==> config.mk <==
export PLATFORM = sky130hd
export DESIGN_NAME = lane_unit
export DESIGN_NICKNAME = d
export VERILOG_FILES = /design/src/common/lane_pkg.sv /design/src/lane/lane_regfile.sv /design/src/lane/lane_exec.sv /design/src/lane/lane_unit.sv
export SDC_FILE = /design/constraint.sdc
export NUM_CORES = 1
export LEC_CHECK = 0
export BUFFER_PORTS_ARGS = -buffer_cell sky130_fd_sc_hd__buf_4
export CAP_MARGIN = 25
export CORE_UTILIZATION = 25
export CTS_BUF_LIST = sky130_fd_sc_hd__clkbuf_8
export DETAILED_ROUTE_END_ITERATION = 8
export SYNTH_ARGS = -nofsm -noshare
export SYNTH_HDL_FRONTEND = slang
export SYNTH_SLANG_ARGS = --single-unit
==> constraint.sdc <==
create_clock -name clock -period 11.75 [get_ports clock]
set_input_delay 2.35 -clock clock [delete_from_list [all_inputs] [get_ports clock]]
set_output_delay 2.35 -clock clock [all_outputs]
set_load 0.05 [all_outputs]
==> src/common/lane_pkg.sv <==
/* Shared sizes, opcodes and bus structs for the two-lane vector slice.
   Every RTL module takes these by a wildcard import in its header. */

package lane_pkg;

	////////////////////////////////////////////////////////////
	// Sizes
	////////////////////////////////////////////////////////////
	localparam int num_lanes  = 2;
	localparam int data_width = 16;
	localparam int num_regs   = 8;
	localparam int mem_depth  = 64;

	localparam int reg_bits  = $clog2(num_regs);
	localparam int addr_bits = $clog2(mem_depth);
	localparam int lane_bits = (num_lanes > 1) ? $clog2(num_lanes) : 1;

	typedef logic [data_width-1:0] data_t;
	typedef logic [reg_bits-1:0]   reg_idx_t;
	typedef logic [addr_bits-1:0]  addr_t;
	typedef logic [num_lanes-1:0]  lane_vec_t;
	typedef logic [lane_bits-1:0]  lane_idx_t;

	////////////////////////////////////////////////////////////
	// Commands
	////////////////////////////////////////////////////////////
	typedef enum logic [2:0] {
		op_nop,
		op_li,
		op_add,
		op_sub,
		op_and,
		op_xor,
		op_ld,
		op_st
	} opcode_e;

	// One broadcast instruction
	typedef struct packed {
		opcode_e  op;
		reg_idx_t dst;
		reg_idx_t src1;
		reg_idx_t src2;
		data_t    imm;
	} command_t;

	// One access toward the shared memory
	typedef struct packed {
		logic  we;
		addr_t addr;
		data_t wdata;
	} mem_req_t;

	// Load/store sequencing inside a lane
	typedef enum logic [1:0] {
		st_idle,
		st_req,
		st_wait
	} exec_state_e;

endpackage

==> src/lane/lane_regfile.sv <==
/* Register file of one lane with two combinational reads and one write.
   Reads during a write see the old contents. */

`timescale 1ns/1ns

module lane_regfile
	import lane_pkg::*;
(
	input  logic     clock,
	input  logic     reset,
	input  logic     we,
	input  reg_idx_t wr_idx,
	input  data_t    wr_data,
	input  reg_idx_t rd_idx1,
	input  reg_idx_t rd_idx2,
	output data_t    rd_data1,
	output data_t    rd_data2
);

	data_t regs [num_regs];

	// Write port
	always_ff @(posedge clock) begin
		if (reset) begin
			for (int i = 0; i < num_regs; i++) begin
				regs[i] <= '0;
			end
		end
		else if (we) begin
			regs[wr_idx] <= wr_data;
		end
	end

	// Read ports
	assign rd_data1 = regs[rd_idx1];
	assign rd_data2 = regs[rd_idx2];

endmodule

==> src/lane/lane_exec.sv <==
/* Execute stage of a lane. ALU results come out in the same cycle,
   loads and stores go through the memory arbiter and finish later. */

`timescale 1ns/1ns

module lane_exec
	import lane_pkg::*;
#(
	parameter int lane_id = 0
)(
	input  logic     clock,
	input  logic     reset,
	input  logic     valid,
	input  opcode_e  op,
	input  data_t    opa,
	input  data_t    opb,
	input  data_t    imm,
	output logic     mem_req,
	output mem_req_t mem_req_data,
	input  logic     grant,
	input  data_t    rdata,
	output logic     done,
	output data_t    result,
	output logic     busy
);

	exec_state_e state;
	mem_req_t    req_q;
	data_t       alu_result;
	data_t       mem_addr;
	logic        is_mem;

	assign is_mem   = (op == op_ld) || (op == op_st);
	assign mem_addr = opa + imm;

	////////////////////////////////////////////////////////////
	// ALU
	////////////////////////////////////////////////////////////
	always_comb begin
		case (op)
			// Thread value differs per lane
			op_li:   alu_result = imm + data_t'(lane_id);
			op_add:  alu_result = opa + opb;
			op_sub:  alu_result = opa - opb;
			op_and:  alu_result = opa & opb;
			op_xor:  alu_result = opa ^ opb;
			default: alu_result = '0;
		endcase
	end

	////////////////////////////////////////////////////////////
	// Load/store FSM
	////////////////////////////////////////////////////////////
	always_ff @(posedge clock) begin
		if (reset) begin
			state <= st_idle;
		end
		else begin
			case (state)
				st_idle: if (valid && is_mem) state <= st_req;
				st_req:  if (grant) state <= req_q.we ? st_idle : st_wait;
				default: state <= st_idle;
			endcase
		end
	end

	// Request held stable until granted
	always_ff @(posedge clock) begin
		if (state == st_idle && valid && is_mem) begin
			req_q.we    <= (op == op_st);
			req_q.addr  <= addr_t'(mem_addr);
			req_q.wdata <= opb;
		end
	end

	assign mem_req      = (state == st_req);
	assign mem_req_data = req_q;
	assign busy         = (state != st_idle) || (valid && is_mem);

	always_comb begin
		case (state)
			st_idle: begin
				done   = valid && !is_mem;
				result = alu_result;
			end
			st_req: begin
				done   = grant && req_q.we;
				result = req_q.wdata;
			end
			st_wait: begin
				// Read data arrives one cycle after the grant
				done   = 1'b1;
				result = rdata;
			end
			default: begin
				done   = 1'b0;
				result = '0;
			end
		endcase
	end

endmodule

==> src/lane/lane_unit.sv <==
/* One SIMT lane. Captures the broadcast command, reads its own registers,
   executes and writes back, then reports each finished command by commit. */

`timescale 1ns/1ns

module lane_unit
	import lane_pkg::*;
#(
	parameter int lane_id = 0
)(
	input  logic     clock,
	input  logic     reset,
	input  logic     cmd_valid,
	input  command_t cmd,
	output logic     mem_req,
	output mem_req_t mem_req_data,
	input  logic     grant,
	input  data_t    rdata,
	output logic     commit,
	output data_t    commit_data,
	output logic     busy
);

	command_t cmd_q;
	logic     valid_q;

	data_t    src_data1;
	data_t    src_data2;

	logic     exec_done;
	data_t    exec_result;
	logic     wb_en;

	////////////////////////////////////////////////////////////
	// Command capture
	////////////////////////////////////////////////////////////
	always_ff @(posedge clock) begin
		if (reset) begin
			valid_q <= 1'b0;
		end
		else begin
			valid_q <= cmd_valid;
		end
	end

	// Held until the next command so dst stays valid for loads
	always_ff @(posedge clock) begin
		if (cmd_valid) begin
			cmd_q <= cmd;
		end
	end

	////////////////////////////////////////////////////////////
	// Register read and write-back
	////////////////////////////////////////////////////////////
	// Stores and nops leave the registers alone
	assign wb_en = exec_done && (cmd_q.op != op_st) && (cmd_q.op != op_nop);

	lane_regfile regfile_i (
		.clock    (clock),
		.reset    (reset),
		.we       (wb_en),
		.wr_idx   (cmd_q.dst),
		.wr_data  (exec_result),
		.rd_idx1  (cmd_q.src1),
		.rd_idx2  (cmd_q.src2),
		.rd_data1 (src_data1),
		.rd_data2 (src_data2)
	);

	////////////////////////////////////////////////////////////
	// Execute
	////////////////////////////////////////////////////////////
	lane_exec #(
		.lane_id (lane_id)
	) exec_i (
		.clock        (clock),
		.reset        (reset),
		.valid        (valid_q),
		.op           (cmd_q.op),
		.opa          (src_data1),
		.opb          (src_data2),
		.imm          (cmd_q.imm),
		.mem_req      (mem_req),
		.mem_req_data (mem_req_data),
		.grant        (grant),
		.rdata        (rdata),
		.done         (exec_done),
		.result       (exec_result),
		.busy         (busy)
	);

	// Commit pulse, registered alongside the write-back
	always_ff @(posedge clock) begin
		if (reset) begin
			commit      <= 1'b0;
			commit_data <= '0;
		end
		else begin
			commit      <= exec_done;
			commit_data <= exec_result;
		end
	end

endmodule

======== After elaboration in Yosys (flattened, before gate mapping) ========
Memories as Yosys holds them, arrays and structs flattened. A register that Yosys moved wholly into a read port is not among the register bits.
Index checks and enable logic that the tools add are counted.
storage, ports and cells
  memories ................................ 1
  output and inout port bits .............. 42
  flip-flop bits (word level) ............. 71
  logic and storage cells ................. 62
  memory bits (writable) .................. 128
operators by class
  muxes and demuxes ....................... 17
  bitwise logic cells ..................... 2
  reduce and logical (&&, ||, !) cells .... 15
  equal/unequal tests ..................... 12
  add/sub/neg operators ................... 3
memories
  name            words  width  read ports  clocked after Yosys merged registers in  wr ports  RTL line            source
  regfile_i.regs  8      16     2           2                                        8         lane_regfile.sv:20  data_t regs [num_regs];
operator list
  operator                                        number
  case mux 16 bit (5 select lines)                1
  case mux 16 bit (3 select lines)                1
  adder 16 bit                                    1
  bitwise AND 16 bit                              1
  two-way mux 16 bit                              1
  OR reduction 16 bit                             1
  subtractor 16 bit                               1
  bitwise XOR 16 bit                              1
  == test 3 bit (second input constant)           4
  two-way mux 3 bit                               3
  logical AND 1 bit                               7
  adder 6 bit                                     1
  == test 3 x 2 -> 1 bit (second input constant)  2
  two-way mux 1 bit                               6
  two-way mux 2 bit                               3
  != test 2 x 1 -> 1 bit (second input constant)  2
  case mux 2 bit (2 select lines)                 1
  == test 3 x 1 -> 1 bit (second input constant)  1
  != test 3 bit (second input constant)           1
  case mux 1 bit (3 select lines)                 1
  nonzero test 3 bit                              1
  == test 2 x 1 -> 1 bit (second input constant)  1
  == test 2 bit (second input constant)           1
  zero test 2 bit                                 1
  other kinds (4)                                 5

======== Depth between registers and ports, before layout ========
Gate-level depths: netlist of run 1.
  depth in word-level cells ............... 12
  mapped depth ............................ 19
  depth with buffers taken out ............ 16

======== By module ========
Synthesis of run 1 repeated with hierarchy kept, for this count alone.
unflattened totals
  cells, all modules ...................... 862
  area, all modules ....................... 11284.6 um^2
by module, submodules not included
  module        cells an instance  seq. area each (um^2)  times used  area an instance (um^2)
  lane_regfile  430                3843.7                 1           6910.4
  lane_exec     364                730.7                  1           3037.9
  lane_unit     68                 1201.2                 1           1336.3

======== Worst setup path after synthesis of run 1 ========
Ideal clock, no wire load.
  path type ............................... register -> register
  from .................................... register (tool-made name)
  to ...................................... memory regfile_i.regs[1][9] (netlist name) (data pin)
  arrival time ............................ 4.428 ns
  cell stages (with the launch flop) ...... 17
  slack ................................... 7.056 ns
  buffers on the path ..................... 4
  period minus slack after synthesis ...... 4.694 ns
  library setup time ...................... 0.266 ns
  required time ........................... 11.484 ns
  cells stage by stage .................... dfxtp_1 -> clkbuf_1 -> buf_2 -> buf_1 -> mux4_2 -> mux2i_1 -> inv_1 -> ha_1 -> nor2b_1 -> o31a_1 -> o31a_1 -> a21oi_1 -> xor2_1 -> o22ai_1 -> a222oi_1 -> clkbuf_1 -> nor2_1
RTL lines
  item           RTL line
  end, declared  lane_regfile.sv:20

==> out/results.ini, run 1 <==
[status]
run_status=complete, no violations

[cts]
resize_count_post_cts=0
cts_inserted_buffers=37
cts.clk_slew.worst_paths_ns=0.06
cts_max_level=2
cts-root-to-sink-buffers=3
cts_hold_buffers_added=0
post-cts-setup-buffers=0
clk-insertion-delay-late_ns=0.55
clock-root-buffer=sky130_fd_sc_hd__clkbuf_8
tritoncts=built
sink_count=205

[worst_setup_path]
worstPathCellList=buf_4, mux4_2, mux2_4, nor4_4, nand4bb_4, or3_4, o21ai_2, xor2_1, ha_1, and3_1, a22o_1, a31oi_1, o21ai_1, nor3_1, mux2i_1, o211ai_1
slowest_stage_delay_on_critical_path_ns=0.97
crit_path_top_delay_cell=sky130_fd_sc_hd__o21ai_1
required_ns=12.02
crit_arrival_ns=5.68
timing.critical_path.fanout_max=57
crit_path_end_kind=flop
crit_type=flop to flop
worstSetupStartpointType=flop

[pwr]
power.internal_w=0.00141
pwr_density_cell_nw_per_um2=155
sw_frac_of_total_pct=33.1
power.share.clock_pct=31.0
power.share.sequential_pct=40.9
cellLeakagePower_nw=5.10
power_switching_w=0.000699
irDropWorstVdd_mv=0.0734
p_comb_share_pct=28.1

[synthesis]
ys_seq_area_share_pct=51.4
synthesis.nets=1013
ys_ff_latch=205
synth.top_cells.by_count=sky130_fd_sc_hd__edfxtp_1, sky130_fd_sc_hd__nor2_1, sky130_fd_sc_hd__mux4_2
synth_largest_type_area_fraction_pct=46.9
async_reset_ff_share_pct=0
synth_warnings=0
synth_cell_type_count=72
synth_area_per_inst_um2=12.4
synth_edf_count=179
yosys-top-cells-area=sky130_fd_sc_hd__edfxtp_1, sky130_fd_sc_hd__mux4_2, sky130_fd_sc_hd__nor2_1
post_synth_inst_count=926
yosys_most_used_dff=sky130_fd_sc_hd__edfxtp_1
synth.cell_area_um2=11500
yosys.cell_count.top_type=sky130_fd_sc_hd__edfxtp_1
synth_top_area_cell=sky130_fd_sc_hd__edfxtp_1

[drt]
vias=8349
drt_iter0_drc=756
drt_drc_violations_left=0
avgViaCountPerCell=5.03
dr.pass1.iters=5
drt-wirelength-per-cell_um=21.1
route.final.wire_length_um=35000
count_of_antenna_violating_nets_left_after_detailed_routing=0

[final_layout]
footprint_of_the_multi_input_gates_um2=5260
num_antenna_cells=0
signed_area_change_from_the_synthesized_netlist_to_the_final_layout_pct=19.0
filler_cell_count=4648
layout-drive-gt1-share_pct=25.4
final-instance-count-excl-fill=1660
postLayoutCellArea_um2=13700
finish.net_count=1120
seqCellArea_um2=5900

[place]
dpl_cell_area_um2=12900
hpwl_um=25100
gp_congestion=0.866
place_inst=1592
numPortBuffers=89

[floorplanning]
design.die.area_um2=46700
die_x_um=216
boundaryPins=90
floorplan.core_area_um2=45300
die-height_um=216
starting_density_of_the_core_pct=25.3
std_cell_rows=78

[timing]
maxSlewViolCount=0
grt_setup_unrepaired=no
finalSetupViolCount=0
max-slew-margin-rel_pct=18.9
tns_ns=0
finalCriticalPeriod_ns=5.42
maximum_clock_skew_at_final_layout_ns=0.0217
worst-slew-pin-transition_ns=1.21
finalHoldViolCount=0
finalCritPeriodShare_pct=46.1
timing.fmax_mhz=185

[global_routing]
global_routing_usage_summed_across_all_routing_layers_pct=14.9
grt_overflow=0
first_pass_grt_wire_length_um=53200
grt_max_degree=58
number_of_global_route_vias_before_repair=8438
initial_antenna_violation_count=0

[run]
max-cap-violations=0

[hold_path]
worstHoldPathType=flop to flop

==> worst max-delay path: cells and delay by family, from the launching register on <==
| kind | cells | cell delay (ns) |
|---|---|---|
| AO/OA/AOI/OAI | 5 | 1.47 |
| XOR/XNOR | 1 | 0.08 |
| adder cells (fa/ha/maj) | 1 | 0.35 |
| buffers and inverters | 1 | 0.60 |
| flip-flops | 1 | 0.32 |
| multiplexers | 3 | 0.96 |
| AND/OR/NAND/NOR | 5 | 1.34 |
==> layer usage <==
layer | GRT usage [%] | vias to the layer above | wire (um)
met5 | 0 | - | 0
met3 | 3.23 | 58 | 2570
met2 | 24.2 | 354 | 16400
met1 | 19.8 | 4172 | 15200
li1 | - | 3765 | -
met4 | 4.72 | 0 | 827
==> path summary, 6_finish.rpt <==
check                                    startpoint  slack [ns]  depth (start not counted)                             endpoint
worst max-delay path                           flop        6.33                         16  regfile_i.regs[0][15]$_SDFFCE_PN0P_
worst min-delay path            cmd_q[16]$_DFFE_PP_        0.48                          1                                 flop
worst max register to register                 flop        6.33                         16  regfile_i.regs[0][15]$_SDFFCE_PN0P_
worst min register to register  cmd_q[16]$_DFFE_PP_        0.48                          1                                 flop
==> power by group through the flow <==
| stage | clock network [W] | logic, W | registers, W |
|---|---|---|---|
| CTS | 0.000673 | 0.000591 | 0.000864 |
| floorplan | 0 | 0.000379 | 0.000903 |
| detailed placement | 0 | 0.000587 | 0.000878 |
| global placement | 0 | 0.000579 | 0.000879 |
| global route | 0.000708 | 0.000645 | 0.000868 |
| finish | 0.000655 | 0.000594 | 0.000864 |
==> through the flow <==
stage / utilization [%] / power [W] / hold slack (ns) / setup slack, ns
floorplan: - / 0.00128 / 0.449 / 7.06
global placement: 28.3 / 0.00146 / 0.458 / 5.81
detailed placement: 28.6 / 0.00146 / 0.469 / 6.32
CTS: 30.1 / 0.00213 / 0.482 / 6.48
global route: 30.1 / 0.00222 / 0.496 / 6.16
finish: 30.1 / 0.00211 / 0.477 / 6.33
==> final cells by class <==
class / instances / share of cell area [%]
Sequential cell: 205 / 43.2
Clock buffer: 38 / 3.83
Clock inverter: 28 / 1.25
Inverter: 20 / 0.550
Multi-Input combinational cell: 648 / 38.5
Tap cell: 600 / 5.50
Timing Repair Buffer: 121 / 7.12
==> cells in the final DEF, fill, tap and decap left out, types with 26 or more instances in the layout <==
| cell type | instances |
|---|---|
| sky130_fd_sc_hd__edfxtp_1 | 179 |
| sky130_fd_sc_hd__nor2_1 | 166 |
| sky130_fd_sc_hd__buf_4 | 112 |
| sky130_fd_sc_hd__mux4_2 | 51 |
| sky130_fd_sc_hd__mux2i_1 | 45 |
| sky130_fd_sc_hd__clkbuf_8 | 38 |
| sky130_fd_sc_hd__ha_1 | 37 |
| sky130_fd_sc_hd__mux2_2 | 36 |
| sky130_fd_sc_hd__inv_1 | 35 |
| sky130_fd_sc_hd__a22oi_1 | 31 |
| sky130_fd_sc_hd__a21oi_1 | 26 |
==> registers in the layout (all words and copies together), names as in the netlist, named ones only <==
signal               cells
commit_data             16
regfile_i.regs         128
cmd_q                   28
valid_q                  1
exec_i.mem_req_data     23
commit                   1
exec_i.state             2
==> kinds of logic after synthesis <==
kind of cell	synth area share [%]
AOI/OAI and AO/OA	9.30
adders and majority gates	4.38
DFF	51.4
and+or+nand+nor	12.7
xor gates and xnor gates	1.88
buffers and inverters	2.78
muxes	17.6
No activity file was read; power rests on OpenSTA's default activity.
==> run 2: changes to the inputs <==
ABC_AREA = 1   (was unset)
clock period = 4.8 ns   (was 11.75 ns; I/O delays follow)
==> out/results.ini, run 2 <==
[timing]
worst-slew-pin-transition_ns=0.699  ; was 1.21 ns
maxSlewViolCount=0  ; unchanged
max-slew-margin-rel_pct=53.3  ; was 18.9%
timing.fmax_mhz=230  ; was 185 MHz
finalHoldViolCount=0  ; unchanged
worst_slack_setup_final_ns=0.459  ; was 6.33 ns
grt_setup_unrepaired=no  ; unchanged
finalCriticalPeriod_ns=4.34  ; was 5.42 ns
maximum_clock_skew_at_final_layout_ns=0.0266  ; was 0.0217 ns
tns_ns=0  ; unchanged
final.hold.worst_slack_ns=0.435  ; was 0.477 ns
finalCritPeriodShare_pct=90.4  ; was 46.1%
finalSetupViolCount=0  ; unchanged

[synthesis]
ys_seq_area_share_pct=51.0  ; was 51.4%
synth_edf_count=179  ; unchanged
synth_top_area_cell=sky130_fd_sc_hd__edfxtp_1  ; unchanged
yosys.cell_count.top_type=sky130_fd_sc_hd__nand2_1  ; was sky130_fd_sc_hd__edfxtp_1
synth.top_cells.by_count=sky130_fd_sc_hd__nand2_1, sky130_fd_sc_hd__edfxtp_1, sky130_fd_sc_hd__inv_1  ; was sky130_fd_sc_hd__edfxtp_1, sky130_fd_sc_hd__nor2_1, sky130_fd_sc_hd__mux4_2
yosys_most_used_dff=sky130_fd_sc_hd__edfxtp_1  ; unchanged
yosys-top-cells-area=sky130_fd_sc_hd__edfxtp_1, sky130_fd_sc_hd__nand2_1, sky130_fd_sc_hd__a21oi_1  ; was sky130_fd_sc_hd__edfxtp_1, sky130_fd_sc_hd__mux4_2, sky130_fd_sc_hd__nor2_1
post_synth_inst_count=1346  ; was 926
synth_warnings=0  ; unchanged
synth_largest_type_area_fraction_pct=46.5  ; was 46.9%
async_reset_ff_share_pct=0  ; unchanged
synth.cell_area_um2=11600  ; was 11500 um2
synthesis.nets=1433  ; was 1013
synth_area_per_inst_um2=8.58  ; was 12.4 um2
ys_ff_latch=205  ; unchanged
synth_cell_type_count=46  ; was 72

[floorplanning]
die-height_um=217  ; was 216 um
die_x_um=217  ; was 216 um
std_cell_rows=78  ; unchanged
boundaryPins=90  ; unchanged
starting_density_of_the_core_pct=25.4  ; was 25.3%
floorplan.core_area_um2=45500  ; was 45300 um2
design.die.area_um2=47100  ; was 46700 um2

[cts]
cts-root-to-sink-buffers=3  ; unchanged
clock-root-buffer=sky130_fd_sc_hd__clkbuf_8  ; unchanged
cts.clk_slew.worst_paths_ns=0.06  ; about the same
cts_hold_buffers_added=0  ; unchanged
clk-insertion-delay-late_ns=0.55  ; about the same
cts_inserted_buffers=38  ; was 37
tritoncts=built  ; unchanged
cts_max_level=2  ; unchanged
sink_count=205  ; unchanged
post-cts-setup-buffers=0  ; unchanged

[global_routing]
number_of_global_route_vias_before_repair=9698  ; was 8438
first_pass_grt_wire_length_um=58000  ; was 53200 um
global_routing_usage_summed_across_all_routing_layers_pct=16.2  ; was 14.9%
initial_antenna_violation_count=0  ; unchanged
grt_overflow=0  ; unchanged
grt_max_degree=51  ; was 58

[worst_setup_path]
crit_path_end_kind=flop  ; unchanged
worstSetupStartpointType=flop  ; unchanged
crit_type=flop to flop  ; unchanged
reg2reg_slack_ns=0.46  ; was 6.33 ns
worst-r2r-cell-count=19  ; was 16
required_ns=5.06  ; was 12.02 ns
crit_arrival_ns=4.60  ; was 5.68 ns
timing.critical_path.fanout_max=22  ; was 57
worst_r2r_end=regfile_i.regs[2][11]$_SDFFCE_PN0P_  ; was regfile_i.regs[0][15]$_SDFFCE_PN0P_

[pwr]
power.internal_w=0.00337  ; was 0.00141 W
power.share.sequential_pct=40.5  ; was 40.9%
power.share.clock_pct=30.8  ; was 31.0%
pwr_density_cell_nw_per_um2=376  ; was 155 nW/um2
power_switching_w=0.00183  ; was 0.000699 W
irDropWorstVdd_mv=0.206  ; was 0.0734 mV
cellLeakagePower_nw=5.88  ; was 5.10 nW
p_comb_share_pct=28.7  ; was 28.1%
sw_frac_of_total_pct=35.2  ; was 33.1%

[hold_path]
worstHoldPathType=flop to flop  ; unchanged
holdPathStages=2  ; was 1
hold_start=cmd_q[21]$_DFFE_PP_  ; was cmd_q[16]$_DFFE_PP_

[place]
preCtsSetupSlack_ns=0.458  ; was 6.32 ns
numPortBuffers=89  ; unchanged
dpl_cell_area_um2=13100  ; was 12900 um2
hpwl_um=26800  ; was 25100 um
gp_congestion=0.882  ; was 0.866

[drt]
drt-wirelength-per-cell_um=18.4  ; was 21.1 um
drt_iter0_drc=907  ; was 756
drt_drc_violations_left=0  ; unchanged
dr.pass1.iters=5  ; unchanged
vias=10200  ; was 8349
avgViaCountPerCell=4.85  ; was 5.03
route.final.wire_length_um=38600  ; was 35000 um
count_of_antenna_violating_nets_left_after_detailed_routing=0  ; unchanged

[status]
run_status=complete, no violations  ; unchanged

[final_layout]
layout-drive-gt1-share_pct=15.4  ; was 25.4%
finish.net_count=1556  ; was 1120
top_register=regfile_i.regs  ; unchanged
mostFrequentLayoutCells=sky130_fd_sc_hd__nand2_1, sky130_fd_sc_hd__edfxtp_1, sky130_fd_sc_hd__inv_1  ; was sky130_fd_sc_hd__edfxtp_1, sky130_fd_sc_hd__nor2_1, sky130_fd_sc_hd__buf_4
num_antenna_cells=0  ; unchanged
postLayoutCellArea_um2=13800  ; was 13700 um2
largest_register_ff_count=128  ; unchanged
signed_area_change_from_the_synthesized_netlist_to_the_final_layout_pct=19.5  ; was 19.0%
final_common_cell=sky130_fd_sc_hd__nand2_1  ; was sky130_fd_sc_hd__edfxtp_1
fin_util_pct=30.4  ; was 30.1%

[run]
max-cap-violations=0  ; unchanged

[run 2: cell count changes after synthesis, moves of 36 or more]
cell,change
sky130_fd_sc_hd__inv_1,+138
sky130_fd_sc_hd__nand3_1,+90
sky130_fd_sc_hd__nand2_1,+257
sky130_fd_sc_hd__a21oi_1,+111
sky130_fd_sc_hd__o21ai_0,+55
sky130_fd_sc_hd__mux4_2,-51
sky130_fd_sc_hd__mux2i_1,-45
sky130_fd_sc_hd__mux2_2,-36
[run 2: critical path: stages (launching register included)]
cell,delay (ns)
sky130_fd_sc_hd__dfxtp_2,0.37
sky130_fd_sc_hd__inv_4,0.18
sky130_fd_sc_hd__buf_4,0.34
sky130_fd_sc_hd__nand2_1,0.09
sky130_fd_sc_hd__nand3_1,0.09
sky130_fd_sc_hd__nand3_1,0.11
sky130_fd_sc_hd__nand2_1,0.19
sky130_fd_sc_hd__inv_1,0.10
sky130_fd_sc_hd__o21ai_0,0.16
sky130_fd_sc_hd__nand2_1,0.18
sky130_fd_sc_hd__nor3_2,0.24
sky130_fd_sc_hd__xor2_1,0.18
sky130_fd_sc_hd__ha_1,0.31
sky130_fd_sc_hd__a21o_1,0.20
sky130_fd_sc_hd__a31oi_1,0.18
sky130_fd_sc_hd__nand3_1,0.17
sky130_fd_sc_hd__o21ai_0,0.20
sky130_fd_sc_hd__a21oi_1,0.11
sky130_fd_sc_hd__o21ai_1,0.51
sky130_fd_sc_hd__a21oi_1,0.13
[run 2: cells by family (layout without fill, tap and decap cells)]
logic type	after synthesis	in the layout	synth area share [%]
simple gates	553	553	19.8
compound gates	298	298	14.9
flops	205	205	51.0
xor+xnor	19	19	1.44
fa+ha+maj	39	39	4.35
buf+inv	232	384	8.43
[run 2: final cells by class]
cell class | count | area [um2]
fillers | 4838 | 31700
flip-flops and latches | 205 | 5900
multi-input cells | 909 | 4700
repair buffers | 144 | 1100
well taps | 600 | 751
inverters | 171 | 644
clock buffers | 44 | 606
clock inverters | 25 | 106
[run 2: per-layer routing]
metal	GRT usage, %	share of wire [%]	up-vias	routed length, um
li1	-	-	4807	-
met3	2.52	8.6	70	3330
met4	4.86	2.4	0	936
met5	0	0	-	0
met1	22.3	43	4811	16700
met2	26.2	46	478	17700
[run 2: how the worst max path moves through the flow]
stage | endpoint | slack [ns] | cells after the start | from
finish | regfile_i.regs[2][11]$_SDFFCE_PN0P_ | 0.46 | 19 | flop
global route | regfile_i.regs[5][13]$_SDFFCE_PN0P_ | 0.11 | 21 | flop
CTS | regfile_i.regs[7][14]$_SDFFCE_PN0P_ | 0.43 | 22 | flop
detailed placement | regfile_i.regs[7][14]$_SDFFCE_PN0P_ | 0.46 | 22 | flop
global placement | regfile_i.regs[4][13]$_SDFFCE_PN0P_ | 0.48 | 21 | flop
floorplan | regfile_i.regs[0][14]$_SDFFCE_PN0P_ | 1.23 | 22 | flop
[run 2: what timing repair did]
action                                  in CTS  in global routing
endpoints found under the hold margin        0                  0
resized for setup                            0                  1
endpoints found under the setup margin       0                  9
[run 2: power by group through the flow]
| stage | Combinational [W] | Sequential (W) | Clock (W) |
|---|---|---|---|
| floorplan | 0.000860 | 0.00222 | 0 |
| global placement | 0.00146 | 0.00214 | 0 |
| detailed placement | 0.00147 | 0.00214 | 0 |
| CTS | 0.00148 | 0.00211 | 0.00163 |
| global route | 0.00164 | 0.00211 | 0.00171 |
| finish | 0.00149 | 0.00210 | 0.00160 |
[run 2: through the flow]
step           power [W]  std cells
2_1_floorplan    0.00308       1346
3_3_place_gp     0.00360       2027
3_5_place_dp     0.00362       2029
4_1_cts          0.00522       2098
5_1_grt          0.00546       2098
6_report         0.00520       2098
